### src/include/tcb_defines.svh
`ifndef TCB_DEFINES_SVH
`define TCB_DEFINES_SVH

//////////////////////////////////////////////////////////////////////
// Bus geometry
//////////////////////////////////////////////////////////////////////

// Byte address width
`define TCB_ADR_W 10

// Data bus width in bits
`define TCB_DAT_W 32

// Number of byte lanes on the data bus
`define TCB_BEN_W 4

// Read response delay in clock cycles
`define TCB_DLY 1

// SRAM size in words
`define TCB_MEM_DEPTH 256

`endif

### src/tcb_pkg.sv
`include "tcb_defines.svh"

package tcb_pkg;

  //////////////////////////////////////////////////////////////////////
  // Plain vector types
  //////////////////////////////////////////////////////////////////////

  // Byte address
  typedef logic [`TCB_ADR_W-1:0] tcb_adr_t;
  // Read or write data
  typedef logic [`TCB_DAT_W-1:0] tcb_dat_t;
  // Byte enables
  typedef logic [`TCB_BEN_W-1:0] tcb_ben_t;
  // Log2 of transfer size in bytes
  typedef logic [1:0] tcb_siz_t;
  // Transfer counter
  typedef logic [15:0] tcb_cnt_t;

  //////////////////////////////////////////////////////////////////////
  // Bus structs
  //////////////////////////////////////////////////////////////////////

  // Log-size request as issued by the manager
  typedef struct packed {
    logic     wen;
    tcb_adr_t adr;
    tcb_siz_t siz;
    tcb_dat_t wdt;
  } tcb_req_t;

  // Byte-enable request toward the word memory
  typedef struct packed {
    logic                  wen;
    logic [`TCB_ADR_W-3:0] adr;
    tcb_ben_t              ben;
    tcb_dat_t              wdt;
  } tcb_breq_t;

  // Response carries read data only
  typedef struct packed {
    tcb_dat_t rdt;
  } tcb_rsp_t;

  // Monitor counters and sticky flags
  typedef struct packed {
    tcb_cnt_t cnt_rd;
    tcb_cnt_t cnt_wr;
    logic     err_hold;
    logic     err_align;
  } tcb_mon_t;

  // Memory write sequencing
  typedef enum logic [0:0] {
    IDLE,
    RMW
  } tcb_mem_state_e;

endpackage

### src/tcb_monitor.sv
module tcb_monitor (
  input  logic              tcb,
  input  logic              rst_n,
  input  logic              vld,
  input  tcb_pkg::tcb_req_t req,
  input  logic              rdy,
  output tcb_pkg::tcb_mon_t mon
);

  import tcb_pkg::*;

  //////////////////////////////////////////////////////////////////////
  // Local signals
  //////////////////////////////////////////////////////////////////////

  // Bus delayed by one clock
  logic     vld_q;
  logic     rdy_q;
  tcb_req_t req_q;

  // Transfer on this edge
  logic       trn;
  // Previous cycle was a stall
  logic       stall_q;
  logic       hold_err;
  // Address bits that must be zero for the size
  logic [1:0] align_msk;
  logic       align_err;

  //////////////////////////////////////////////////////////////////////
  // Delay the bus
  //////////////////////////////////////////////////////////////////////

  // Handshake state is reset to an idle bus
  always_ff @(posedge tcb) begin
    if (!rst_n) begin
      vld_q <= 1'b0;
      rdy_q <= 1'b1;
    end else begin
      vld_q <= vld;
      rdy_q <= rdy;
    end
  end

  // Request payload only matters behind vld_q
  always_ff @(posedge tcb) begin
    req_q <= req;
  end

  //////////////////////////////////////////////////////////////////////
  // Protocol checks
  //////////////////////////////////////////////////////////////////////

  assign trn     = vld & rdy;
  assign stall_q = vld_q & ~rdy_q;

  // After a stall the manager must keep vld and the request unchanged
  assign hold_err = stall_q & (~vld | (req != req_q));

  // Byte needs no alignment, halfword needs bit 0 clear, word both bits
  always_comb begin
    case (req.siz)
      2'd0:    align_msk = 2'b00;
      2'd1:    align_msk = 2'b01;
      default: align_msk = 2'b11;
    endcase
  end

  // Only checked on an actual transfer
  assign align_err = trn & (|(req.adr[1:0] & align_msk));

  //////////////////////////////////////////////////////////////////////
  // Counters and sticky flags
  //////////////////////////////////////////////////////////////////////

  always_ff @(posedge tcb) begin
    if (!rst_n) begin
      mon <= '0;
    end else begin
      // One count per completed transfer
      if (trn && req.wen) begin
        mon.cnt_wr <= mon.cnt_wr + tcb_cnt_t'(1);
      end
      if (trn && !req.wen) begin
        mon.cnt_rd <= mon.cnt_rd + tcb_cnt_t'(1);
      end
      // Flags stay set until reset
      if (hold_err) begin
        mon.err_hold <= 1'b1;
      end
      if (align_err) begin
        mon.err_align <= 1'b1;
      end
    end
  end

endmodule

### config.mk
export PLATFORM = sky130hd
export DESIGN_NAME = tcb_monitor
export DESIGN_NICKNAME = d
export VERILOG_FILES = /design/src/tcb_pkg.sv /design/src/tcb_monitor.sv
export VERILOG_INCLUDE_DIRS = /design/src /design/src/include
export SDC_FILE = /design/constraint.sdc
export NUM_CORES = 1
export LEC_CHECK = 0
export BUFFER_PORTS_ARGS = -buffer_cell sky130_fd_sc_hd__buf_2
export CORE_MARGIN = 2
export CORE_UTILIZATION = 55
export CTS_CLUSTER_SIZE = 8
export DETAILED_ROUTE_END_ITERATION = 16
export PLACE_DENSITY = 0.82
export SKIP_CTS_REPAIR_TIMING = 1
export SLEW_MARGIN = 20
export SYNTH_ARGS = -nofsm -noshare
export SYNTH_HDL_FRONTEND = slang
export SYNTH_SLANG_ARGS = --single-unit
export TNS_END_PERCENT = 1
### constraint.sdc
create_clock -name tcb -period 2.4 [get_ports tcb]
set_input_delay 0.48 -clock tcb [delete_from_list [all_inputs] [get_ports tcb]]
set_output_delay 0.48 -clock tcb [all_outputs]
set_load 0.02 [all_outputs]
After elaboration in Yosys (flattened, before gate mapping)
Cells that the tools add are included.
Word-level totals
  bits in registers: 81
  logic and storage cells: 28
Operators by class
  $add $sub $neg: 2
  equality and inequality tests: 2
  mux-type cells: 1
  bitwise logic cells: 8
  reduce and logical (&&, ||, !) cells: 5
Operator list (count)
  inequality test 45 bit: 1
  adder 16 x 1 -> 16 bit, second input constant: 2
  bitwise AND 1 bit: 4
  case mux 2 bit (2 select lines): 1
  bitwise AND 2 bit: 1
  equality test 2 x 1 -> 1 bit, second input constant: 1
  logical AND 1 bit: 2
  zero test 2 bit: 1
  NOT 1 bit: 2
  OR reduction 2 bit: 1
  zero test 1 bit: 1
  OR 1 bit: 1

Longest topological paths before layout
Gate-level depths: netlist (run 1).
  word-level depth: 5
  mapped depth: 5
  depth with buffers taken out: 5

Worst setup path before layout (run 1)
No wires, ideal clock.
  path kind: flip-flop to flip-flop
  start: register mon[18] (netlist bit)
  end: register mon[32] (netlist bit)
  setup time: 0.070 ns
  arrival time: 1.663 ns
  required time: 2.330 ns
  setup slack: 0.667 ns
  cell stages (with the launch flop): 6
  buffers on the path: 0
  clock period less this slack: 1.733 ns
  path through: dfxtp_1 -> ha_1 -> and4b_4 -> nand3_4 -> or4_1 -> a21oi_1
Between the ends
  cells in the longest elaborated chain, start to end: 1
RTL lines
  start, declared: RTL line tcb_monitor.sv:7  | output tcb_pkg::tcb_mon_t mon
  adder 16 x 1 -> 16 bit: RTL line tcb_monitor.sv:85  | mon.cnt_rd <= mon.cnt_rd + tcb_cnt_t'(1);
Every way passes these cells.
A chain may end at the register's enable or synchronous reset.

Worst setup path in the final report (run 1)
Ends and elaborated chain as after synthesis.

==> results of run 1 <==
==> final timing paths <==
check,to,slack [ns],startpoint
worst min register to register,mon[0]$_SDFFE_PN0P_,0.48,mon[0]$_SDFFE_PN0P_
worst min-delay path,req_q[29]$_DFF_P_,0.27,req[29]
worst max-delay path,mon[32]$_SDFFE_PN0P_,0.74,mon[18]$_SDFFE_PN0P_
worst max register to register,mon[32]$_SDFFE_PN0P_,0.74,mon[18]$_SDFFE_PN0P_
==> through the flow <==
stage          power [mW]  utilization, %
2_1_floorplan        1.54               -
3_3_place_gp         1.61            66.9
3_5_place_dp         1.62            66.9
4_1_cts              2.58            70.7
5_1_grt              2.66            70.7
6_report             2.56            70.7
==> power by group <==
group | internal [mW] | switching (mW)
Clock | 0.513 | 0.469
Sequential | 1.39 | 0.0222
Combinational | 0.0934 | 0.0773
==> critical path, cell delays in order (launching register included) <==
cell and delay [ns]:
dfxtp_1 0.38, ha_1 0.17, and4b_4 0.29, nand3_4 0.11
or4_1 0.52, a21oi_1 0.14
==> kinds of logic after synthesis <==
kind of cell               count (synthesis)  share of synthesized area, %
buffers and inverters                      6                          1.01
AOI/OAI and AO/OA                         28                          5.04
adders and majority gates                  2                         0.841
xor gates and xnor gates                  63                          18.5
DFF                                       81                          54.5
and+or+nand+nor                           98                          19.4
muxes                                      2                         0.673
==> sequential cells by signal, summed over array words and instances (netlist names) <==
name   count
rdy_q      1
req_q     45
mon       34
vld_q      1
==> synth_stat cells, drive strengths merged <==
cell / count
a21oi: 12
a31oi: 2
and2: 3
and3: 4
and3b: 1
and4: 4
and4b: 1
buf: 1
clkbuf: 3
dfxtp: 81
ha: 2
inv: 2
mux2i: 2
nand2: 12
nand2b: 1
nand3: 8
nand3b: 1
nand4: 23
nor2: 21
nor2b: 1
nor3: 2
nor4: 4
o21ai: 11
o31ai: 3
or3: 9
or4: 3
xnor2: 54
xor2: 9
==> layer usage <==
metal  vias up  GRT usage (%)
met3        10           3.84
met4         0           8.21
li1       1161              -
met1      1052           24.9
met2        55           35.0
met5         -              0
==> cell type report <==
class | count | area, um2 | area share (%)
Sequential cell | 81 | 1620 | 44.4
Clock inverter | 4 | 51.3 | 1.40
Multi-Input combinational cell | 193 | 1330 | 36.2
Tap cell | 70 | 87.6 | 2.40
Inverter | 2 | 7.51 | 0.205
Timing Repair Buffer | 83 | 418 | 11.4
Clock buffer | 12 | 145 | 3.97
==> run metrics, run 1 <==
first-pass GRT wire length 9720 um; register area share after synthesis 54.5%; most common cell after layout, fill and taps aside buf_2; maximum VDD drop between 0.0003 and 0.0004 V; Critical Path RT ~2.7 ns; status completed; Rows 26; DR pass1 iterations 4; slew at the pin closest to its max-slew limit 0.417 ns; Area Overhead vs Synth 22.8%; Max Slew Vio Count 0; fmax 601 MHz; H-tree Lvls 3; DIE WIDTH 77.6 um; Routed Antenna Nets 0; Fin. Hold Viols 0; top post-synthesis cells by area dfxtp_1 (54%), xnor2_1 (16%), nand4_1 (4.8%), nor2_1 (2.6%), xor2_1 (2.6%); top cell type's share of synthesized area between 50% and 60%; CTS buffer count 9; Post-Place Cells between 400 and 500; final setup fails 0; Core ar. roughly 0.0052 mm2; fillers 411; depth of the worst hold-timing path 1; placed cell areas 0.00346 mm2; post-DP HPWL 4340 um; Synth area leader dfxtp_1; kind of critical path reg -> reg; Metal-1 WL 2610 um; max layer used met4; Final TNS setup 0 ns; leakage roughly 1.5 nW; share of layout cells above drive strength 1 approximately 29%; Non-Filler Instances between 400 and 500; post-route clock period utilization 69.3%; yosys warns 0; CTS sink count 81; die height about 78 um; clock-pin slew on the worst setup and hold paths approximately 0.080 ns; worst setup margin 0.737 ns; initial antenna violation count 0; TritonCTS clock tree built; clk_lat worst skew 0.33 ns; port bufs 82; final hold slack 0.266 ns; DR WL/cell 12.9 um; I/O Pins a little over 80; All-Layer GR Usage about a fifth; syn nets 331; clk_skew 0.00452 ns; Final nets 421; RSZ-0062 raised after global routing no; average vias per placed instance 5.12; CTS max path bufs 2; pin count of the biggest net entering global routing 21; CP arrival 1.93 ns; fin crit period 1.66 ns; most frequent cells in the layout buf_2 (82), dfxtp_1 (81), xnor2_1 (54); GRT overflow 0; Crit Path Max Fanout 7; CTS root buffer clkbuf_8; WL met2 roughly 2800 um; pre-CTS setup slack 0.554 ns; die area 0.00602 mm2; Final Wtd Congestion 0.764; crit path launch type register; # diodes 0; drt drc 0; WL met3 243 um; Slew HR just over 70%; Power Density roughly 700 mW/mm2; syn_area_per_cell between 10 and 15 um2; Worst Setup End Kind register; r2r worst-path depth 5; design area 0.00366 mm2; vias approximately 2,300; vias in the first global route roughly 2,200; Synth Cell Area 0.00298 mm2; # Max-Cap Violations 0; Synth Instances 280; Yosys cell types 33; Starting Density 57.5%; final wirelength 5750 um; Yosys reg bits 81; starting DRC count in detailed routing 124; worst hold path type in -> reg
(Power assumes the default switching activity.)
==> run 2, diff against run 1 <==
- CORE_UTILIZATION: 55 -> 51
- PLACE_DENSITY: 0.82 -> 0.77
- clock period: 2.4 -> 1.7 ns (I/O delays scaled with it)
==> run 2 against run 1 <==
Effect of this change:
- worst hold slack lost 0.15 ns
- global-route usage shrank 0.70 points
- clock power grew 51%
- total power grew 45%
- first-iteration DRC count shrank 36%
- clock skew grew 0.0011 ns
- cell area grew 3.4%
- utilization shrank 2.8 points
- flip-flop and latch count is the same
- sequential power grew 41%
- largest power group unchanged
- routed wire length grew 4.4%
- critical endpoint unchanged
==> run metrics, run 2 (synthesis gave the netlist of run 1 again) <==
Reg-to-Reg Start mon[18]$_SDFFE_PN0P_; Worst Setup End Kind register; H-tree Lvls 3 (unchanged); Post-Place Cells 444 (+3.5%); Rows 27 (+3.8%); Core ar. 0.00557 mm2 (+7.8%); final wirelength 6010 um (+4.4%); hold endpoint req_q[30]$_DFF_P_; worst hold path type in -> reg; depth of the worst hold-timing path 1 (unchanged); CP max stage cell or4_4; Crit path max-delay family simple AND/OR/NAND/NOR gates; CTS buffer count 9 (unchanged); post-DP HPWL 4570 um (+5.3%); worst reg-to-reg setup slack 0.08 ns (-0.65 ns); Max Slew Vio Count 0 (unchanged); Critical Path RT 1.98 ns (-0.69 ns); sum of buffers and inverters on the critical path 0 (unchanged); clock-pin slew on the worst setup and hold paths 0.09 ns (about the same); status completed; TritonCTS clock tree built; first-pass GRT wire length 9850 um (+1.3%); DIE WIDTH 80.4 um (+3.6%); fmax 619 MHz (+2.9%); Area Overhead vs Synth 27.0%; Final TNS setup 0 ns (unchanged); GRT overflow 0 (unchanged); die area 0.00646 mm2 (+7.4%); Net Sw Frac 23.6% (+1.5 points); DR WL/cell 13.1 um (+0.99%); starting DRC count in detailed routing 79 (-36%); final hold slack 0.112 ns (-0.153 ns); All-Layer GR Usage 19.6% (-0.70 points); kind of critical path reg -> reg; Crit Path Max Fanout 6 (-1); fin crit period 1.62 ns (-0.0474 ns); Slew HR 74.3% (+2.4 points); drt drc 0 (unchanged); reg2reg end mon[32]$_SDFFE_PN0P_; I/O Pins 83 (unchanged); CP arrival 1.90 ns (-0.03 ns); slew at the pin closest to its max-slew limit 0.382 ns (-0.0357 ns); CTS sink count 81 (unchanged); Reg with most FFs req_q; r2r worst-path depth 5 (unchanged); CTS root buffer clkbuf_8; share of layout cells above drive strength 1 32.7% (+3.9 points); vias 2,387 (+4.8%); design area 0.00378 mm2 (+3.4%); Routed Antenna Nets 0 (unchanged); # diodes 0 (unchanged); Power Density 983 mW/mm2 (+40%); Logic pwr share 6.7% (about the same); PnR Total Power 3.72 mW (+45%); crit path launch type register; die height 80.4 um (+3.6%); clk_lat worst skew 0.34 ns (about the same); vias in the first global route 2,290 (+4.7%); CTS max path bufs 2 (unchanged); DR pass1 iterations 4 (unchanged); placed cell areas 0.00356 mm2 (+3.0%); # Max-Cap Violations 0 (unchanged); pin count of the biggest net entering global routing 16 (-24%); most common cell after layout, fill and taps aside buf_2; clk_skew 0.00559 ns (+0.00106 ns); Internal Power 2.84 mW (+42%); initial antenna violation count 0 (unchanged); most frequent cells in the layout buf_2 (82), dfxtp_1 (79), xnor2_1 (54); Fin. Hold Viols 0 (unchanged); port bufs 82 (unchanged); worst-path cell chain ha_1 -> and4b_4 -> nand3_4 -> or4_4 -> a21oi_2; post-route clock period utilization 95.0% (+26 points); final setup fails 0 (unchanged); Final nets 434 (+3.1%); sw power 0.879 mW (+55%); average vias per placed instance 5.19 (+1.4%); leakage 1.54 nW (+5.0%); max FFs per register 45 (unchanged); Flop pwr share 53.6% (-1.5 points); Hold Crit Start req[30]; Non-Filler Instances 460 (+3.4%); max incr delay on CP 0.53 ns (about the same); Largest regs req_q (45), mon (34); Final Wtd Congestion 0.787 (+3.0%); maximum VDD drop 0.000681 V (+74%); clock group share of total power 39.7% (+1.4 points); Starting Density 53.4% (-4.1 points)
## run 2: cell count changes in the layout (fill, tap and decap cells not counted), sizes merged
cell      previous run  this run
inv                  3         5
clkinv               1         0
clkinvlp             1         2
buf                 83        96
clkbuf              12        10
## run 2: worst max-delay path by stage
stage	from	to	slack, ns	depth (start not counted)
floorplan	mon[18]$_SDFFE_PN0P_	mon[32]$_SDFFE_PN0P_	0.07	5
global placement	req[44]	mon[32]$_SDFFE_PN0P_	0.10	5
detailed placement	req[44]	mon[32]$_SDFFE_PN0P_	0.09	5
CTS	mon[18]$_SDFFE_PN0P_	mon[32]$_SDFFE_PN0P_	0.12	5
global route	mon[18]$_SDFFE_PN0P_	mon[32]$_SDFFE_PN0P_	-0.007	5
finish	mon[18]$_SDFFE_PN0P_	mon[32]$_SDFFE_PN0P_	0.08	5
## run 2: worst register-to-register path, cell delays in order (launching register included)
cell and delay, ns:
dfxtp_2 0.36, ha_1 0.15, and4b_4 0.26, nand3_4 0.10
or4_4 0.53, a21oi_2 0.16
## run 2: power groups by stage
stage | registers (mW) | logic (mW) | clock network (mW)
floorplan | 2.04 | 0.132 | 0
global placement | 2.03 | 0.244 | 0
detailed placement | 2.04 | 0.253 | 0
CTS | 1.99 | 0.254 | 1.50
global route | 2.00 | 0.280 | 1.57
finish | 1.99 | 0.250 | 1.48
## run 2: layer usage
metal	vias to the layer above	track usage [%]	wire (um)
met4	0	8.47	91
met5	-	0	0
met2	77	32.3	2800
met1	1107	24.8	2710
met3	12	4.16	404
li1	1191	-	-
## run 2: final cells by class
class                   instances  area [um2]
fillers                       454        1790
flip-flops and latches         81        1620
multi-input cells             193        1330
repair buffers                 96         515
clock buffers                  10         138
well taps                      72        90.1
clock inverters                 6        73.8
inverters                       2        7.51
## run 2: metrics by stage
step	util (%)	worst slack (ns)
4_1_cts	67.7	0.125
3_5_place_dp	63.9	0.0915
5_1_grt	67.8	-0.00678
3_3_place_gp	63.9	0.102
2_1_floorplan	-	0.0692
6_report	67.8	0.0842
==> run 3, diff against run 2 <==
--- a/constraint.sdc
+++ b/constraint.sdc
@@ -3,2 +3,2 @@
 set_output_delay 0.34 -clock tcb [all_outputs]
-set_load 0.02 [all_outputs]
+set_load 0.05 [all_outputs]
==> run 3 against run 2 <==
Effect of this change:
- clock power decreased by 16%
- cell area shrank 1.6%
- register-to-register slack hardly changed
- first-iteration DRC count stayed put
- total power decreased by 5.9%
- utilization fell by 1.1 points
- critical endpoint unchanged
==> run metrics, run 3 (synthesis gave the netlist of run 1 again) <==
max FFs per register 45 (unchanged); drt drc 0 (unchanged); sum of buffers and inverters on the critical path 0 (unchanged); Final Wtd Congestion 0.751 (-4.5%); pin count of the biggest net entering global routing 20 (+4); die area 0.00646 mm2 (unchanged); Reg-to-Reg Start mon[18]$_SDFFE_PN0P_; Rows 27 (unchanged); Core ar. 0.00557 mm2 (unchanged); Non-Filler Instances 456 (-0.87%); port bufs 82 (unchanged); PnR Total Power 3.50 mW (-5.9%); worst reg-to-reg setup slack 0.1 ns (about the same); slew at the pin closest to its max-slew limit 0.399 ns (+0.0172 ns); leakage 1.51 nW (-1.9%); crit path launch type register; CTS sink count 81 (unchanged); r2r worst-path depth 5 (unchanged); clock-pin slew on the worst setup and hold paths 0.09 ns (about the same); H-tree Lvls 3 (unchanged); starting DRC count in detailed routing 79 (unchanged); status completed; most common cell after layout, fill and taps aside buf_2; Largest regs req_q (45), mon (34); share of layout cells above drive strength 1 33.6% (+0.86 points); CTS root buffer clkbuf_8; Crit path max-delay family simple AND/OR/NAND/NOR gates; crit path capture mon[32]$_SDFFE_PN0P_; Starting Density 53.4% (unchanged); number of cells on the critical path 5 (unchanged); fillers 485 (+6.8%); DR pass1 iterations 4 (unchanged); maximum VDD drop 0.000949 V (+39%); first-pass GRT wire length 9610 um (-2.5%); Post-Place Cells 440 (-0.90%); vias 2,278 (-4.6%); kind of critical path reg -> reg; Area Overhead vs Synth 25.1%; All-Layer GR Usage 19.4% (-0.17 points); RSZ-0062 raised after global routing no; most frequent cells in the layout buf_2 (82), dfxtp_1 (71), xnor2_1 (54); TritonCTS clock tree built; max incr delay on CP 0.51 ns (-0.02 ns); initial antenna violation count 0 (unchanged); Final nets 430 (-0.92%); # diodes 0 (unchanged); Critical Path RT 1.98 ns (about the same); worst-path cell chain ha_1 -> and4b_4 -> nand3_4 -> or4_1 -> a21oi_1; CP max stage cell or4_1; pre-CTS setup slack 0.0465 ns (-0.0450 ns); post-route clock period utilization 94.4% (-0.66 points); Slew HR 73.2% (-1.2 points); Crit Path Max Fanout 7 (+1); post-DP HPWL 4350 um (-4.9%); clk_lat worst skew 0.35 ns (about the same); final hold slack 0.106 ns (-0.00633 ns); I/O Pins 83 (unchanged); Max Slew Vio Count 0 (unchanged); final setup fails 0 (unchanged); DIE WIDTH 80.4 um (unchanged); die height 80.4 um (unchanged); CTS max path bufs 2 (unchanged); Routed Antenna Nets 0 (unchanged); average vias per placed instance 5.00 (-3.7%); # Max-Cap Violations 0 (unchanged); reg2reg end mon[32]$_SDFFE_PN0P_; CP arrival 1.88 ns (-0.02 ns); Reg with most FFs req_q; DR WL/cell 12.5 um (-4.4%); CTS buffer count 9 (unchanged); fin crit period 1.60 ns (-0.0113 ns); worst hold path type in -> reg; vias in the first global route 2,182 (-4.7%); Worst Setup End Kind register; GRT overflow 0 (unchanged); Critical Path Source mon[18]$_SDFFE_PN0P_; Final TNS setup 0 ns (unchanged); worst setup margin 0.0955 ns (+0.0113 ns); Power Density 940 mW/mm2 (-4.4%); final wirelength 5690 um (-5.3%); clk_skew 0.00689 ns (+0.00131 ns); fmax 623 MHz (+0.70%); Fin. Hold Viols 0 (unchanged)
-- run 3: worst min-delay path by stage --
stage | from | end | slack [ns] | cells after the start
2_1_floorplan | req[0] | req_q[0]$_DFF_P_ | 0.37 | 0
3_3_place_gp | mon[0]$_SDFFE_PN0P_ | mon[0]$_SDFFE_PN0P_ | 0.45 | 2
3_5_place_dp | mon[0]$_SDFFE_PN0P_ | mon[0]$_SDFFE_PN0P_ | 0.46 | 2
4_1_cts | req[12] | req_q[12]$_DFF_P_ | 0.09 | 1
5_1_grt | req[29] | req_q[29]$_DFF_P_ | 0.09 | 1
6_report | req[12] | req_q[12]$_DFF_P_ | 0.11 | 1
-- run 3: report_power, final --
| part | internal [mW] | leakage, nW | switching, mW |
|---|---|---|---|
| Combinational | 0.136 | 0.745 | 0.123 |
| Clock | 0.542 | 0.0898 | 0.707 |
| Sequential | 1.96 | 0.676 | 0.0306 |
-- run 3: through the flow --
stage	cell area, um2	util [%]
after floorplan	2990	-
after CTS	3720	66.8
after global routing	3720	66.8
after detailed placement	3540	63.5
after global placement	3540	63.5
final	3720	66.8
-- run 3: area by class of cell --
class                      count  area (um2)  area share, %
tap                           72        90.1           2.42
timing repair buffer          92         485           13.0
inverter                       2        7.51          0.202
clock inverter                 7        56.3           1.51
sequential                    81        1630           43.9
multi-input combinational    193        1330           35.6
clock buffer                   9         124           3.33
-- run 3: per-layer routing --
metal	GRT usage [%]	vias to the layer above	wire [um]
met2	31.9	52	2620
met3	7.08	7	354
met1	23.5	1035	2640
met4	6.61	0	76
met5	0	-	0
li1	-	1184	-
