==> config.mk <==
export PLATFORM = sky130hd
export DESIGN_NAME = tcb_siz2ben
export DESIGN_NICKNAME = d
export VERILOG_FILES = /design/src/tcb_pkg.sv /design/src/tcb_siz2ben.sv
export VERILOG_INCLUDE_DIRS = /design/src /design/src/include
export SDC_FILE = /design/constraint.sdc
export NUM_CORES = 1
export LEC_CHECK = 0
export BUFFER_PORTS_ARGS = -buffer_cell sky130_fd_sc_hd__clkbuf_2
export CAP_MARGIN = 20
export CORE_MARGIN = 10
export CORE_UTILIZATION = 30
export CTS_CLUSTER_DIAMETER = 150
export DETAILED_ROUTE_END_ITERATION = 10
export PLACE_DENSITY = 0.74
export RECOVER_POWER = 25
export SYNTH_ARGS = -nofsm -noshare
export SYNTH_HDL_FRONTEND = slang
export SYNTH_SLANG_ARGS = --single-unit
==> constraint.sdc <==
create_clock -name tcb -period 1.3 [get_ports tcb]
set_input_delay 0.13 -clock tcb [delete_from_list [all_inputs] [get_ports tcb]]
set_output_delay 0.13 -clock tcb [all_outputs]
set_load 0.02 [all_outputs]
==> src/include/tcb_defines.svh <==
`ifndef TCB_DEFINES_SVH
`define TCB_DEFINES_SVH

//////////////////////////////////////////////////////////////////////
// Bus geometry
//////////////////////////////////////////////////////////////////////

// Byte address width
`define TCB_ADR_W 10

// Data bus width in bits
`define TCB_DAT_W 32

// Number of byte lanes on the data bus
`define TCB_BEN_W 4

// Read response delay in clock cycles
`define TCB_DLY 1

// SRAM size in words
`define TCB_MEM_DEPTH 256

`endif

==> src/tcb_pkg.sv <==
`include "tcb_defines.svh"

package tcb_pkg;

  //////////////////////////////////////////////////////////////////////
  // Plain vector types
  //////////////////////////////////////////////////////////////////////

  // Byte address
  typedef logic [`TCB_ADR_W-1:0] tcb_adr_t;
  // Read or write data
  typedef logic [`TCB_DAT_W-1:0] tcb_dat_t;
  // Byte enables
  typedef logic [`TCB_BEN_W-1:0] tcb_ben_t;
  // Log2 of transfer size in bytes
  typedef logic [1:0] tcb_siz_t;
  // Transfer counter
  typedef logic [15:0] tcb_cnt_t;

  //////////////////////////////////////////////////////////////////////
  // Bus structs
  //////////////////////////////////////////////////////////////////////

  // Log-size request as issued by the manager
  typedef struct packed {
    logic     wen;
    tcb_adr_t adr;
    tcb_siz_t siz;
    tcb_dat_t wdt;
  } tcb_req_t;

  // Byte-enable request toward the word memory
  typedef struct packed {
    logic                  wen;
    logic [`TCB_ADR_W-3:0] adr;
    tcb_ben_t              ben;
    tcb_dat_t              wdt;
  } tcb_breq_t;

  // Response carries read data only
  typedef struct packed {
    tcb_dat_t rdt;
  } tcb_rsp_t;

  // Monitor counters and sticky flags
  typedef struct packed {
    tcb_cnt_t cnt_rd;
    tcb_cnt_t cnt_wr;
    logic     err_hold;
    logic     err_align;
  } tcb_mon_t;

  // Memory write sequencing
  typedef enum logic [0:0] {
    IDLE,
    RMW
  } tcb_mem_state_e;

endpackage

==> src/tcb_siz2ben.sv <==
`include "tcb_defines.svh"

module tcb_siz2ben (
  input  logic               tcb,
  input  logic               rst_n,
  input  logic               vld,
  input  tcb_pkg::tcb_req_t  req,
  output logic               rdy,
  output tcb_pkg::tcb_rsp_t  rsp,
  output logic               bvld,
  output tcb_pkg::tcb_breq_t breq,
  input  logic               brdy,
  input  tcb_pkg::tcb_dat_t  brdt
);

  import tcb_pkg::*;

  //////////////////////////////////////////////////////////////////////
  // Local signals
  //////////////////////////////////////////////////////////////////////

  // Byte offset aligned down to the transfer size
  logic [1:0] off;
  // Lanes of the transfer before the shift, and after it
  tcb_ben_t   ben_lo;
  tcb_ben_t   ben;
  // Write data copied onto every lane it may land on
  tcb_dat_t   wdt_rep;
  // Read transfer on this edge
  logic       rd_trn;

  // Offset and size of reads still in flight
  logic [1:0] off_pipe [`TCB_DLY];
  tcb_siz_t   siz_pipe [`TCB_DLY];
  // Response word with the addressed byte moved to lane 0
  tcb_dat_t   rdt_sh;

  //////////////////////////////////////////////////////////////////////
  // Request side
  //////////////////////////////////////////////////////////////////////

  // Handshake passes straight through
  assign bvld   = vld;
  assign rdy    = brdy;
  assign rd_trn = vld & brdy & ~req.wen;

  always_comb begin
    case (req.siz)
      2'd0: begin
        off     = req.adr[1:0];
        ben_lo  = 4'b0001;
        wdt_rep = {4{req.wdt[7:0]}};
      end
      2'd1: begin
        // Halfword drops address bit 0
        off     = {req.adr[1], 1'b0};
        ben_lo  = 4'b0011;
        wdt_rep = {2{req.wdt[15:0]}};
      end
      default: begin
        off     = 2'b00;
        ben_lo  = 4'b1111;
        wdt_rep = req.wdt;
      end
    endcase
  end

  assign ben = ben_lo << off;

  // Word address is the byte address without the lane bits
  assign breq = '{
    wen: req.wen,
    adr: req.adr[`TCB_ADR_W-1:2],
    ben: ben,
    wdt: wdt_rep
  };

  //////////////////////////////////////////////////////////////////////
  // Response side
  //////////////////////////////////////////////////////////////////////

  // Offset and size follow each read until its data returns
  always_ff @(posedge tcb) begin
    if (!rst_n) begin
      for (int i = 0; i < `TCB_DLY; i++) begin
        off_pipe[i] <= '0;
        siz_pipe[i] <= '0;
      end
    end else if (rd_trn) begin
      off_pipe[0] <= off;
      siz_pipe[0] <= req.siz;
      for (int i = 1; i < `TCB_DLY; i++) begin
        off_pipe[i] <= off_pipe[i-1];
        siz_pipe[i] <= siz_pipe[i-1];
      end
    end
  end

  assign rdt_sh = brdt >> (8 * off_pipe[`TCB_DLY-1]);

  // Bytes above the transfer size read as zero
  always_comb begin
    case (siz_pipe[`TCB_DLY-1])
      2'd0:    rsp.rdt = {24'h000000, rdt_sh[7:0]};
      2'd1:    rsp.rdt = {16'h0000, rdt_sh[15:0]};
      default: rsp.rdt = rdt_sh;
    endcase
  end

endmodule

**Word level (Yosys, flattened, before mapping)**

Memories as Yosys holds them, arrays and structs flattened.
Index checks and enable logic that the tools add are counted.

- Flip-flop bits (word level): 0
- Memory bits (writable): 4
- Logic and storage cells: 25
- Memories kept: 2

- Equality and inequality tests: 2
- Shifts and indexed selects: 2
- Mux-type cells: 12
- Bitwise logic cells: 3
- Reduce and logical (&&, ||, !) cells: 4

Memories:

| name | depth | width | rd ports | clocked after Yosys merged registers in | wr ports | line | text |
|---|---|---|---|---|---|---|---|
| off_pipe | 1 | 2 | 1 | 0 | 1 | tcb_siz2ben.sv:33 | `` logic [1:0] off_pipe [`TCB_DLY]; `` |
| siz_pipe | 1 | 2 | 1 | 0 | 1 | tcb_siz2ben.sv:34 | `` tcb_siz_t siz_pipe [`TCB_DLY]; `` |

Operators by type and width:

| kind | count |
|---|---|
| $pmux W32 S2 | 2 |
| $shr A32 B5 Y32 | 1 |
| $pmux W4 S2 | 1 |
| $mux W1 | 6 |
| $eq A2 B1 Y1 const B | 2 |
| $logic_not A2 Y1 | 2 |
| $mux W2 | 2 |
| $pmux W2 S2 | 1 |
| $reduce_or A2 Y1 | 2 |
| $shl A4 B2 Y4 | 1 |
| $and A1 B1 Y1 | 2 |
| $not A1 Y1 | 1 |

**Logic depth before layout (Yosys ltp)**

Gate-level depths: netlist of run 1.

- Depth in word-level cells: 7
- Gate-level depth with buffers: 5
- Gate-level depth less buffers: 3

**Worst setup path before layout of run 1**

No wires, ideal clock.

- Path type: register to output
- Start: memory off_pipe[0][0]
- End: output rsp[10] in the netlist's numbering
- Arrival: 1,351 ps
- Path slack: -181 ps
- Cell stages (with the launch flop): 5
- Cell sequence: edfxtp_1 buf_6 buf_6 buf_4 a211oi_1

RTL lines:

| item | line | text |
|---|---|---|
| from (decl) | tcb_siz2ben.sv:33 |  |
| to (decl) | tcb_siz2ben.sv:9 | `output tcb_pkg::tcb_rsp_t rsp,` |

==> results_tabular.tex, run 1 <==
\begin{tabular}{lr}
\hline
Metric & Value \\
\hline
\multicolumn{2}{l}{\textbf{Drt}} \\
\quad Metal3 WL & 890 µm \\
\quad Number of DRC markers after the initial detailed-route iteration & 19 \\
\quad Total wirelength of the detailed-routed design & 5950 µm \\
\quad Routed vias & about 1800 \\
\quad Highest metal used & met4 \\
\quad Detail Route Antenna Nets & 0 \\
\quad Detail-routed net length per standard cell & 17.3 µm \\
\quad Total met2 wirelength after detailed routing & about 2800 µm \\
\quad Drc violations & 0 \\
\quad Detailed-route wire length on metal 1 & 2170 µm \\
\quad Number of search-and-repair iterations in the first detailed-routing pass & 4 \\
\quad Ratio of routed vias to standard cells & roughly 5.1 \\
\multicolumn{2}{l}{\textbf{Layout}} \\
\quad Most common cell after layout, fill and taps aside & clkbuf\_2 \\
\quad Core utilization of the finished layout & between 50\% and 60\% \\
\quad Area added between synthesis and finish & 75.3\% \\
\quad Fraction of final layout cells with drive strength greater than 1 & 72.2\% \\
\quad Footprint of the multi-input gates & 1120 µm² \\
\quad Layout Cells excl Fill & 343 \\
\quad Antenna fix cells & 0 \\
\quad Number of nets in the layout & 374 \\
\quad Filler Cells Inserted & a little under 400 \\
\quad Sequential cell area & approximately 120 µm² \\
\quad Most frequent cells in the layout & clkbuf\_2, buf\_4, mux2\_2, mux2i\_1 \\
\multicolumn{2}{l}{\textbf{Timing}} \\
\quad Timing-limited maximum frequency & $\sim$600 MHz \\
\quad Share of the clock period used by the worst path after layout & 125\% \\
\quad Worst rel slew slack & about 70\% \\
\quad Final count of hold timing violations & 0 \\
\quad RSZ-0062 raised after global routing & yes \\
\quad Final-report setup violation count & 32 \\
\quad Max-slew violation count & 0 \\
\quad Final critical path time including I/O delays and setup & around 1.6 ns \\
\quad Worst Setup Slack, final & -0.329 ns \\
\quad Transition time of the tightest slew-check pin & around 0.46 ns \\
\multicolumn{2}{l}{\textbf{Clocking}} \\
\quad Clock edge transition at the registers on the reported setup and hold paths & roughly 0.030 ns \\
\quad Clock tree buffer depth & 2 \\
\quad Inserted Clock Buffers & 3 \\
\quad Clock tree from TritonCTS & yes \\
\quad H-tree Lvls & 1 \\
\quad TritonCTS sink count & 4 \\
\quad Clock root cell & clkbuf\_8 \\
\quad Hold Buf Count CTS & 0 \\
\multicolumn{2}{l}{\textbf{Floorplanning}} \\
\quad Die Footprint & about 7600 µm² \\
\quad Die Span Y & between 80 and 90 µm \\
\quad Core box area & 4350 µm² \\
\quad Die boundary width & between 80 and 90 µm \\
\quad Starting density of the core & a little under a third \\
\quad Number of top-level design ports & 160 \\
\quad Placement row count & 24 \\
\multicolumn{2}{l}{\textbf{GRT}} \\
\quad Overflow after GRT & 0 \\
\quad Pin count of the biggest net entering global routing & 31 \\
\quad GRT Util Overall & 14.2\% \\
\quad Number of antenna violations at the first check in global routing & 0 \\
\quad Number of global-route vias before repair & 1992 \\
\quad First-pass GRT wire length & $\sim$9000 µm \\
\multicolumn{2}{l}{\textbf{Setup path}} \\
\quad CP max-delay cell & edfxtp\_1 \\
\quad Total buffers and inverters traversed by the critical path & 4 \\
\quad Category of the worst setup path capture point & output pin \\
\quad Termination of the worst setup path & rsp[23] \\
\quad Crit path largest cell delay & $\sim$0.41 ns \\
\quad Data required time at the worst endpoint & between 1 and 1.5 ns \\
\quad Arrival time reported for the critical path endpoint & $\sim$1.5 ns \\
\quad Cell family contributing the most delay on the critical path & buffers and inverters \\
\quad Most common cell type on the critical path & buf\_4 \\
\quad Launch point of the critical path & off\_pipe[0][0]\$\_SDFFCE\_PN0P\_ \\
\quad Critical path start-end classification & reg -> out \\
\quad List of cells traversed by the critical path & buf\_4, buf\_16, buf\_4, mux2i\_2, nor2\_2, clkbuf\_4 \\
\quad Levels on crit path & 6 \\
\quad Largest fanout on the critical path & 11 \\
\quad Worst Setup Start Kind & flip-flop \\
\multicolumn{2}{l}{\textbf{Placement}} \\
\quad Routability Congestion & 0.832 \\
\quad Number of cells after detailed placement & about 340 \\
\quad Post-detailed-placement half-perimeter wirelength & just under 5000 µm \\
\quad IO buf count & between 100 and 150 \\
\multicolumn{2}{l}{\textbf{Yosys}} \\
\quad Count of unique library cells instantiated by Yosys & 21 \\
\quad Register area share after synthesis & under 10\% \\
\quad Syn Nets & around 240 \\
\quad Count of warnings emitted by yosys & 0 \\
\quad Cell count after synthesis & approximately 160 \\
\quad Cell area after synthesis & around 1400 µm² \\
\quad Count of state elements after synthesis & 4 \\
\quad Post-synthesis average cell area & 8.65 µm² \\
\multicolumn{2}{l}{\textbf{Pwr}} \\
\quad Net Switching & about 0.63 mW \\
\quad Worst supply voltage drop on vdd & $\sim$0.00032 V \\
\quad Static leakage power & roughly 1.2 nW \\
\quad Part of the power in the clock network & 17.7\% \\
\quad Cell Pwr Density & between 600 and 700 nW/µm² \\
\quad Internal power contribution & 0.837 mW \\
\quad Portion of total power attributed to sequential cells & between 10\% and 20\% \\
\quad Fraction of power spent switching nets & roughly 43\% \\
\quad Comb power frac & roughly 71\% \\
\multicolumn{2}{l}{\textbf{Outcome}} \\
\quad Outcome & finished with violations \\
\quad Violated checks & negative setup slack \\
\multicolumn{2}{l}{\textbf{Min path}} \\
\quad Worst hold-check path type & in -> out \\
\multicolumn{2}{l}{\textbf{Run}} \\
\quad Max-cap viol count & 0 \\
\hline
\end{tabular}
worst min-delay path by stage:
stage | start | to | slack [ns] | cells after the start
after global routing | req[37] | breq[37] | 0.26 | 0
after floorplan | req[34] | off_pipe[0][0]$_SDFFCE_PN0P_ | 0.35 | 1
after detailed placement | req[36] | breq[36] | 0.26 | 0
final | req[40] | breq[40] | 0.26 | 0
after CTS | req[36] | breq[36] | 0.26 | 0
after global placement | req[36] | breq[36] | 0.26 | 0
cell type report:
cell class,count,area share [%]
timing repair buffer,162,43.3
clock buffer,3,1.74
tap,52,2.73
multi-input combinational,121,47.1
inverter,1,0.158
sequential,4,5.05
sequential cells by signal (all words and copies together) (netlist names):
register / cells
off_pipe: 2
siz_pipe: 2
cells in the mapped netlist, drive strengths merged:
library cell | number | area (µm²)
edfxtp | 4 | 120
mux2 | 16 | 180
mux2i | 16 | 160
buf | 29 | 219
a211oi | 16 | 120
nand2 | 9 | 33.8
and2 | 10 | 62.6
nand2b | 9 | 56.3
o21bai | 4 | 30.0
nor3b | 2 | 15.0
o21ai | 9 | 45.0
and3 | 1 | 6.26
nor2 | 12 | 50.1
mux4 | 8 | 191
clkbuf | 2 | 7.51
inv | 1 | 3.75
nor2b | 9 | 56.3
power groups by stage:
stage                     combinational (mW)  clock, mW  sequential [mW]
after CTS                               1.00      0.264            0.161
after detailed placement               0.935          0            0.160
after global routing                    1.13      0.277            0.162
final                                   1.05      0.259            0.161
after global placement                 0.918          0            0.159
after floorplan                        0.605          0            0.159
kinds of logic after synthesis:
logic type	after synthesis	synth area share, %
and+or+nand+nor	52	20.6
DFF	4	8.85
muxes	40	39.2
buffers and inverters	32	17.0
AOI/OAI and AO/OA	29	14.4
through the flow:
step                      TNS [ns]  power [mW]  hold slack [ns]  cell area, µm²  setup slack (ns)
after floorplan              -1.44       0.763            0.353            1360            -0.181
after global placement      -0.521        1.08            0.260            2070           -0.0851
after detailed placement    -0.918        1.09            0.260            2070            -0.118
after CTS                    -7.81        1.43            0.260            2290            -0.345
after global routing         -8.95        1.57            0.260            2380            -0.374
final                        -7.29        1.47            0.260            2380            -0.329
timing repair:
action | in CTS | in global routing
gates cloned | 1 | 0
endpoints found under the setup margin | 32 | 32
setup buffers | 1 | 0
gates resized for setup | 39 | 52
pin swaps | 2 | 3
routing by layer:
layer / vias to the layer above / global-route usage [%]
met2: 118 / 25.5
li1: 825 / -
met4: 0 / 4.78
met3: 4 / 7.77
met5: - / 0
met1: 807 / 13.2
No activity file was read; power rests on OpenSTA's default activity.
==> inputs of run 2 (changes only) <==
CORE_UTILIZATION = 34   (was 30)
PLACE_DENSITY = 0.82   (was 0.74)
==> run 2 against run 1 <==
The run still ends with negative setup slack left; routed wire length increased by 20%; sequential cell count stayed put; critical path depth did not move; largest cell class is now buffers; hold slack barely moved; die area decreased by 9.1%.
==> results_tabular.tex, run 2 (synthesis gave the netlist of run 1 again) <==
\begin{tabular}{lr}
\hline
Metric & Value \\
\hline
\multicolumn{2}{l}{\textbf{Outcome}} \\
\quad Outcome & finished with violations \\
\quad Violated checks & negative setup slack \\
\multicolumn{2}{l}{\textbf{Drt}} \\
\quad Detail-routed net length per standard cell & 20.5 µm (+18\%) \\
\quad Number of search-and-repair iterations in the first detailed-routing pass & 4 (unchanged) \\
\quad Drc violations & 0 (unchanged) \\
\quad Number of DRC markers after the initial detailed-route iteration & 94 (+75) \\
\quad Total wirelength of the detailed-routed design & 7140 µm (+20\%) \\
\quad Routed vias & 1905 (+8.6\%) \\
\quad Detail Route Antenna Nets & 0 (unchanged) \\
\quad Ratio of routed vias to standard cells & 5.47 (+7.0\%) \\
\multicolumn{2}{l}{\textbf{Clocking}} \\
\quad Clock root cell & clkbuf\_8 \\
\quad Clock tree buffer depth & 2 (unchanged) \\
\quad TritonCTS sink count & 4 (unchanged) \\
\quad Clock edge transition at the registers on the reported setup and hold paths & 0.03 ns (about the same) \\
\quad Inserted Clock Buffers & 3 (unchanged) \\
\quad H-tree Lvls & 1 (unchanged) \\
\quad Clock tree from TritonCTS & yes \\
\multicolumn{2}{l}{\textbf{Placement}} \\
\quad Number of cells after detailed placement & 335 (-0.89\%) \\
\quad Post-detailed-placement half-perimeter wirelength & 4980 µm (+1.4\%) \\
\quad IO buf count & 143 (unchanged) \\
\quad Routability Congestion & 0.877 (+5.3\%) \\
\quad Placed cell area & 2070 µm² (+0.12\%) \\
\multicolumn{2}{l}{\textbf{Layout}} \\
\quad Core utilization of the finished layout & 69.0\% (+14 points) \\
\quad Most frequent cells in the layout & clkbuf\_2, buf\_4, mux2\_2, mux2i\_1, buf\_6 \\
\quad Registers with the most flip-flops & off\_pipe (2), siz\_pipe (2) \\
\quad Fraction of final layout cells with drive strength greater than 1 & 75.3\% (+3.2 points) \\
\quad Antenna fix cells & 0 (unchanged) \\
\quad Area added between synthesis and finish & 91.7\% \\
\quad Number of nets in the layout & 383 (+2.4\%) \\
\quad Post-route standard cell area excluding fillers & 2600 µm² (+9.4\%) \\
\quad Layout Cells excl Fill & 348 (+1.5\%) \\
\quad Most common cell after layout, fill and taps aside & clkbuf\_2 \\
\multicolumn{2}{l}{\textbf{Pwr}} \\
\quad Cell Pwr Density & 619 nW/µm² (+0.25\%) \\
\quad Total power & 1.61 mW (+9.6\%) \\
\quad Static leakage power & 1.32 nW (+9.1\%) \\
\quad Worst supply voltage drop on vdd & 0.000439 V (+38\%) \\
\multicolumn{2}{l}{\textbf{Timing}} \\
\quad Max-slew violation count & 0 (unchanged) \\
\quad Worst hold slack across all endpoints & 0.260 ns (-0.00000500 ns) \\
\quad Worst Setup Slack, final & -0.407 ns (-0.0774 ns) \\
\quad Transition time of the tightest slew-check pin & 0.503 ns (+0.0450 ns) \\
\quad RSZ-0062 raised after global routing & yes \\
\quad Final-report setup violation count & 32 (unchanged) \\
\quad Timing-limited maximum frequency & 586 MHz (-4.5\%) \\
\quad Worst rel slew slack & 66.4\% (-3.0 points) \\
\quad Share of the clock period used by the worst path after layout & 131\% (+6.0 points) \\
\quad Final count of hold timing violations & 0 (unchanged) \\
\quad Final critical path time including I/O delays and setup & 1.71 ns (+0.0774 ns) \\
\multicolumn{2}{l}{\textbf{Min path}} \\
\quad Worst hold-check path type & in -> out \\
\quad Worst hold path endpoint & breq[38] \\
\quad Hold path start & req[38] \\
\quad Worst Hold Depth & 0 (unchanged) \\
\multicolumn{2}{l}{\textbf{Floorplanning}} \\
\quad Die Footprint & 6920 µm² (-9.1\%) \\
\quad Starting density of the core & 36.0\% (+4.8 points) \\
\quad Core box area & 3770 µm² (-13\%) \\
\quad Number of top-level design ports & 160 (unchanged) \\
\quad Die boundary width & 83.2 µm (-4.7\%) \\
\quad Die Span Y & 83.2 µm (-4.7\%) \\
\quad Placement row count & 22 (-8.3\%) \\
\multicolumn{2}{l}{\textbf{Setup path}} \\
\quad Critical path start-end classification & reg -> out \\
\quad Worst Setup Start Kind & flip-flop \\
\quad Largest fanout on the critical path & 7 (-4) \\
\quad Arrival time reported for the critical path endpoint & 1.58 ns (+0.08 ns) \\
\quad Data required time at the worst endpoint & 1.17 ns (about the same) \\
\quad Category of the worst setup path capture point & output pin \\
\multicolumn{2}{l}{\textbf{GRT}} \\
\quad First-pass GRT wire length & 10300 µm (+14\%) \\
\quad GRT Util Overall & 17.6\% (+3.4 points) \\
\quad Overflow after GRT & 0 (unchanged) \\
\quad Number of antenna violations at the first check in global routing & 0 (unchanged) \\
\quad Pin count of the biggest net entering global routing & 29 (-6.5\%) \\
\quad Number of global-route vias before repair & 2096 (+5.2\%) \\
\multicolumn{2}{l}{\textbf{Run}} \\
\quad Max-cap viol count & 0 (unchanged) \\
\hline
\end{tabular}
-- run 2: cell count changes in the layout (fill, tap and decap cells not counted), sizes merged --
| cell | delta |
|---|---|
| buf | +9 |
| bufbuf | +1 |
| clkbuf | -1 |
-- run 2: power by group --
part           internal, mW  total [mW]  switching (mW)  leakage, nW
combinational         0.571        1.20           0.625         1.26
sequential            0.153       0.161         0.00776       0.0393
clock                 0.197       0.254          0.0571       0.0216
-- run 2: routing by layer --
metal	track usage (%)	up-vias	wire, µm
met2	32.1	159	3520
met1	16.5	877	2390
met4	6.92	0	261
met5	0	-	0
met3	8.01	20	969
li1	-	849	-
-- run 2: repair_timing --
item                                    CTS  global route
setup buffers                             4             2
hold buffers                              0             0
endpoints found under the setup margin   32            32
pin swaps                                 9            14
resized for setup                        55            63
cloned                                    2             2
-- run 2: how the worst max path moves through the flow --
stage               depth (start not counted)      end                         start
floorplan                                   4  rsp[10]  off_pipe[0][0]$_SDFFCE_PN0P_
global placement                            3   rsp[2]  off_pipe[0][0]$_SDFFCE_PN0P_
detailed placement                          3   rsp[5]  off_pipe[0][0]$_SDFFCE_PN0P_
CTS                                         3   rsp[5]  off_pipe[0][0]$_SDFFCE_PN0P_
global route                                6  rsp[11]  off_pipe[0][1]$_SDFFCE_PN0P_
finish                                      6  rsp[11]  off_pipe[0][1]$_SDFFCE_PN0P_
-- run 2: stage by stage --
stage	worst slack [ns]	TNS [ns]
6_report	-0.407	-9.26
4_1_cts	-0.360	-8.54
3_5_place_dp	-0.133	-1.41
2_1_floorplan	-0.181	-1.44
3_3_place_gp	-0.0906	-0.838
5_1_grt	-0.457	-10.75
-- run 2: worst max-delay path: stages (launching register included) --
cell and delay, ns:
edfxtp_1 0.39, buf_6 0.16, clkbuf_16 0.15, buf_4 0.15, a211oi_2 0.26, a211oi_2 0.08, buf_4 0.18
-- run 2: area by class of cell --
type / count / area [µm²]
inverters: 1 / 3.75
repair buffers: 171 / 1210
multi-input cells: 121 / 1170
flip-flops and latches: 4 / 120
well taps: 48 / 60.1
fillers: 259 / 1170
clock buffers: 3 / 41.3
==> inputs of run 3 (changes only) <==
--- a/config.mk
+++ b/config.mk
@@ -14,4 +14,6 @@
 export DETAILED_ROUTE_END_ITERATION = 10
+export HOLD_SLACK_MARGIN = 0.05
 export PLACE_DENSITY = 0.82
 export RECOVER_POWER = 25
+export REMOVE_ABC_BUFFERS = 1
 export SYNTH_ARGS = -nofsm -noshare
--- a/constraint.sdc
+++ b/constraint.sdc
@@ -3,2 +3,2 @@
 set_output_delay 0.13 -clock tcb [all_outputs]
-set_load 0.02 [all_outputs]
+set_load 0.1 [all_outputs]
==> run 3 against run 2 <==
The run still ends with negative setup slack left; via count is 0.52% lower; clock power hardly changed; global-route usage is 2.2 points higher; routed wire length is 7.1% higher; non-clock buffer count stayed put; setup slack worse by 0.015 ns; highest routed layer unchanged; core utilization is 17 points higher; die area stayed put; design area is 25% higher; first-iteration DRC count is 24% higher; critical path depth is 3 lower; sequential cell count stayed put.
==> results_tabular.tex, run 3 (synthesis gave the netlist of run 1 again) <==
\begin{tabular}{lr}
\hline
Metric & Value \\
\hline
\multicolumn{2}{l}{\textbf{Floorplanning}} \\
\quad Placement row count & 22 (unchanged) \\
\quad Die boundary width & 83.2 µm (unchanged) \\
\quad Core box area & 3770 µm² (unchanged) \\
\quad Number of top-level design ports & 160 (unchanged) \\
\quad Die Span Y & 83.2 µm (unchanged) \\
\quad Die Footprint & 6920 µm² (unchanged) \\
\quad Starting density of the core & 36.0\% (unchanged) \\
\multicolumn{2}{l}{\textbf{GRT}} \\
\quad Pin count of the biggest net entering global routing & 31 (+6.9\%) \\
\quad GRT Util Overall & 19.7\% (+2.2 points) \\
\quad Number of antenna violations at the first check in global routing & 0 (unchanged) \\
\quad Overflow after GRT & 0 (unchanged) \\
\quad First-pass GRT wire length & 11400 µm (+10\%) \\
\quad Number of global-route vias before repair & 2055 (-2.0\%) \\
\multicolumn{2}{l}{\textbf{Setup path}} \\
\quad Critical path start-end classification & reg -> out \\
\quad CP max-delay cell & mux4\_1 \\
\quad Cell family contributing the most delay on the critical path & multiplexers \\
\quad Largest fanout on the critical path & 5 (-2) \\
\quad List of cells traversed by the critical path & buf\_4, mux4\_1, buf\_12 \\
\quad Total buffers and inverters traversed by the critical path & 2 (-2) \\
\quad Crit path largest cell delay & 0.61 ns (+0.22 ns) \\
\quad Data required time at the worst endpoint & 1.17 ns (about the same) \\
\quad Arrival time reported for the critical path endpoint & 1.59 ns (about the same) \\
\quad Category of the worst setup path capture point & output pin \\
\quad Worst Setup Start Kind & flip-flop \\
\multicolumn{2}{l}{\textbf{Placement}} \\
\quad IO buf count & 143 (unchanged) \\
\quad Post-detailed-placement half-perimeter wirelength & 6550 µm (+31\%) \\
\quad Placed cell area & 3030 µm² (+46\%) \\
\quad Routability Congestion & 0.807 (-8.0\%) \\
\quad Number of cells after detailed placement & 343 (+2.4\%) \\
\multicolumn{2}{l}{\textbf{Drt}} \\
\quad Routed vias & 1895 (-0.52\%) \\
\quad Ratio of routed vias to standard cells & 5.45 (-0.52\%) \\
\quad Detail-routed net length per standard cell & 22.0 µm (+7.1\%) \\
\quad Metal3 WL & 1150 µm (+18\%) \\
\quad Total wirelength of the detailed-routed design & 7640 µm (+7.1\%) \\
\quad Highest metal used & met4 \\
\quad Number of DRC markers after the initial detailed-route iteration & 117 (+24\%) \\
\quad Drc violations & 0 (unchanged) \\
\quad Total met2 wirelength after detailed routing & 3650 µm (+3.9\%) \\
\quad Detailed-route wire length on metal 1 & 2720 µm (+14\%) \\
\quad Detail Route Antenna Nets & 0 (unchanged) \\
\quad Number of search-and-repair iterations in the first detailed-routing pass & 4 (unchanged) \\
\multicolumn{2}{l}{\textbf{Outcome}} \\
\quad Outcome & finished with violations \\
\quad Violated checks & negative setup slack \\
\multicolumn{2}{l}{\textbf{Layout}} \\
\quad Footprint of the multi-input gates & 1160 µm² (-0.86\%) \\
\quad Most frequent cells in the layout & clkbuf\_2, buf\_12, buf\_4, mux2\_2, a211oi\_1 \\
\quad Post-route standard cell area excluding fillers & 3250 µm² (+25\%) \\
\quad Registers with the most flip-flops & off\_pipe (2), siz\_pipe (2) \\
\quad Number of nets in the layout & 383 (unchanged) \\
\quad Most common cell after layout, fill and taps aside & clkbuf\_2 \\
\quad Area added between synthesis and finish & 140\% \\
\quad Fraction of final layout cells with drive strength greater than 1 & 76.0\% (+0.67 points) \\
\quad Antenna fix cells & 0 (unchanged) \\
\quad Sequential cell area & 120 µm² (unchanged) \\
\quad Layout Cells excl Fill & 348 (unchanged) \\
\quad Filler Cells Inserted & 176 (-32\%) \\
\multicolumn{2}{l}{\textbf{Clocking}} \\
\quad H-tree Lvls & 1 (unchanged) \\
\quad Clock edge transition at the registers on the reported setup and hold paths & 0.03 ns (about the same) \\
\quad TritonCTS sink count & 4 (unchanged) \\
\quad Clock tree buffer depth & 2 (unchanged) \\
\quad Hold Buf Count CTS & 0 (unchanged) \\
\quad Clock root cell & clkbuf\_8 \\
\quad Clock tree from TritonCTS & yes \\
\quad Inserted Clock Buffers & 3 (unchanged) \\
\multicolumn{2}{l}{\textbf{Min path}} \\
\quad Worst hold path endpoint & breq[36] \\
\quad Worst Hold Depth & 0 (unchanged) \\
\quad Worst hold-check path type & in -> out \\
\quad Hold path start & req[36] \\
\multicolumn{2}{l}{\textbf{Timing}} \\
\quad Max-slew violation count & 0 (unchanged) \\
\quad RSZ-0062 raised after global routing & yes \\
\quad Worst Setup Slack, final & -0.422 ns (-0.0149 ns) \\
\quad Final critical path time including I/O delays and setup & 1.72 ns (+0.0149 ns) \\
\quad Timing-limited maximum frequency & 581 MHz (-0.87\%) \\
\quad Worst rel slew slack & 62.3\% (-4.1 points) \\
\quad Final setup TNS & -11.54 ns (-2.28 ns) \\
\quad Final-report setup violation count & 32 (unchanged) \\
\quad Share of the clock period used by the worst path after layout & 132\% (+1.1 points) \\
\quad Final count of hold timing violations & 0 (unchanged) \\
\quad Transition time of the tightest slew-check pin & 0.567 ns (+0.0647 ns) \\
\multicolumn{2}{l}{\textbf{Pwr}} \\
\quad Total power & 3.13 mW (+94\%) \\
\quad Worst supply voltage drop on vdd & 0.000704 V (+60\%) \\
\quad Static leakage power & 1.50 nW (+14\%) \\
\quad Cell Pwr Density & 962 nW/µm² (+56\%) \\
\multicolumn{2}{l}{\textbf{Run}} \\
\quad Max-cap viol count & 0 (unchanged) \\
\hline
\end{tabular}
==> run 3: cell type report <==
class	count	area share (%)
Timing Repair Buffer	171	57.5
Multi-Input combinational cell	121	35.6
Sequential cell	4	3.69
Tap cell	48	1.85
Clock buffer	3	1.27
Inverter	1	0.115
==> run 3: how the worst max path moves through the flow <==
stage | end | cells past startpoint | from
2_1_floorplan | rsp[10] | 2 | off_pipe[0][0]$_SDFFCE_PN0P_
3_3_place_gp | rsp[6] | 3 | off_pipe[0][0]$_SDFFCE_PN0P_
3_5_place_dp | rsp[15] | 6 | off_pipe[0][0]$_SDFFCE_PN0P_
4_1_cts | rsp[15] | 6 | off_pipe[0][1]$_SDFFCE_PN0P_
5_1_grt | rsp[15] | 6 | off_pipe[0][1]$_SDFFCE_PN0P_
6_report | rsp[4] | 3 | off_pipe[0][0]$_SDFFCE_PN0P_
==> run 3: through the flow <==
step | hold WS, ns | worst slack, ns | utilization (%)
2_1_floorplan | 0.260 | -2.28 | -
3_3_place_gp | 0.261 | -0.149 | 80.4
3_5_place_dp | 0.261 | -0.219 | 80.4
4_1_cts | 0.261 | -0.402 | 82.8
5_1_grt | 0.261 | -0.524 | 86.2
6_report | 0.261 | -0.422 | 86.2
==> run 3: routing by layer <==
| metal | GRT usage [%] | vias to the layer above |
|---|---|---|
| li1 | - | 845 |
| met1 | 19.0 | 872 |
| met2 | 34.2 | 170 |
| met3 | 12.3 | 8 |
| met4 | 5.69 | 0 |
| met5 | 0 | - |
==> run 3: repair_timing <==
item | CTS | global route
setup buffers | 1 | 1
pin swaps | 4 | 4
resized for setup | 16 | 32
cloned | 0 | 0
setup endpoints to repair | 32 | 32
==> run 3: power by group <==
part	total [mW]	internal (mW)	switching (mW)
clock	0.255	0.197	0.0583
combinational	2.71	0.965	1.75
sequential	0.162	0.153	0.00862
total	3.13	1.32	1.81
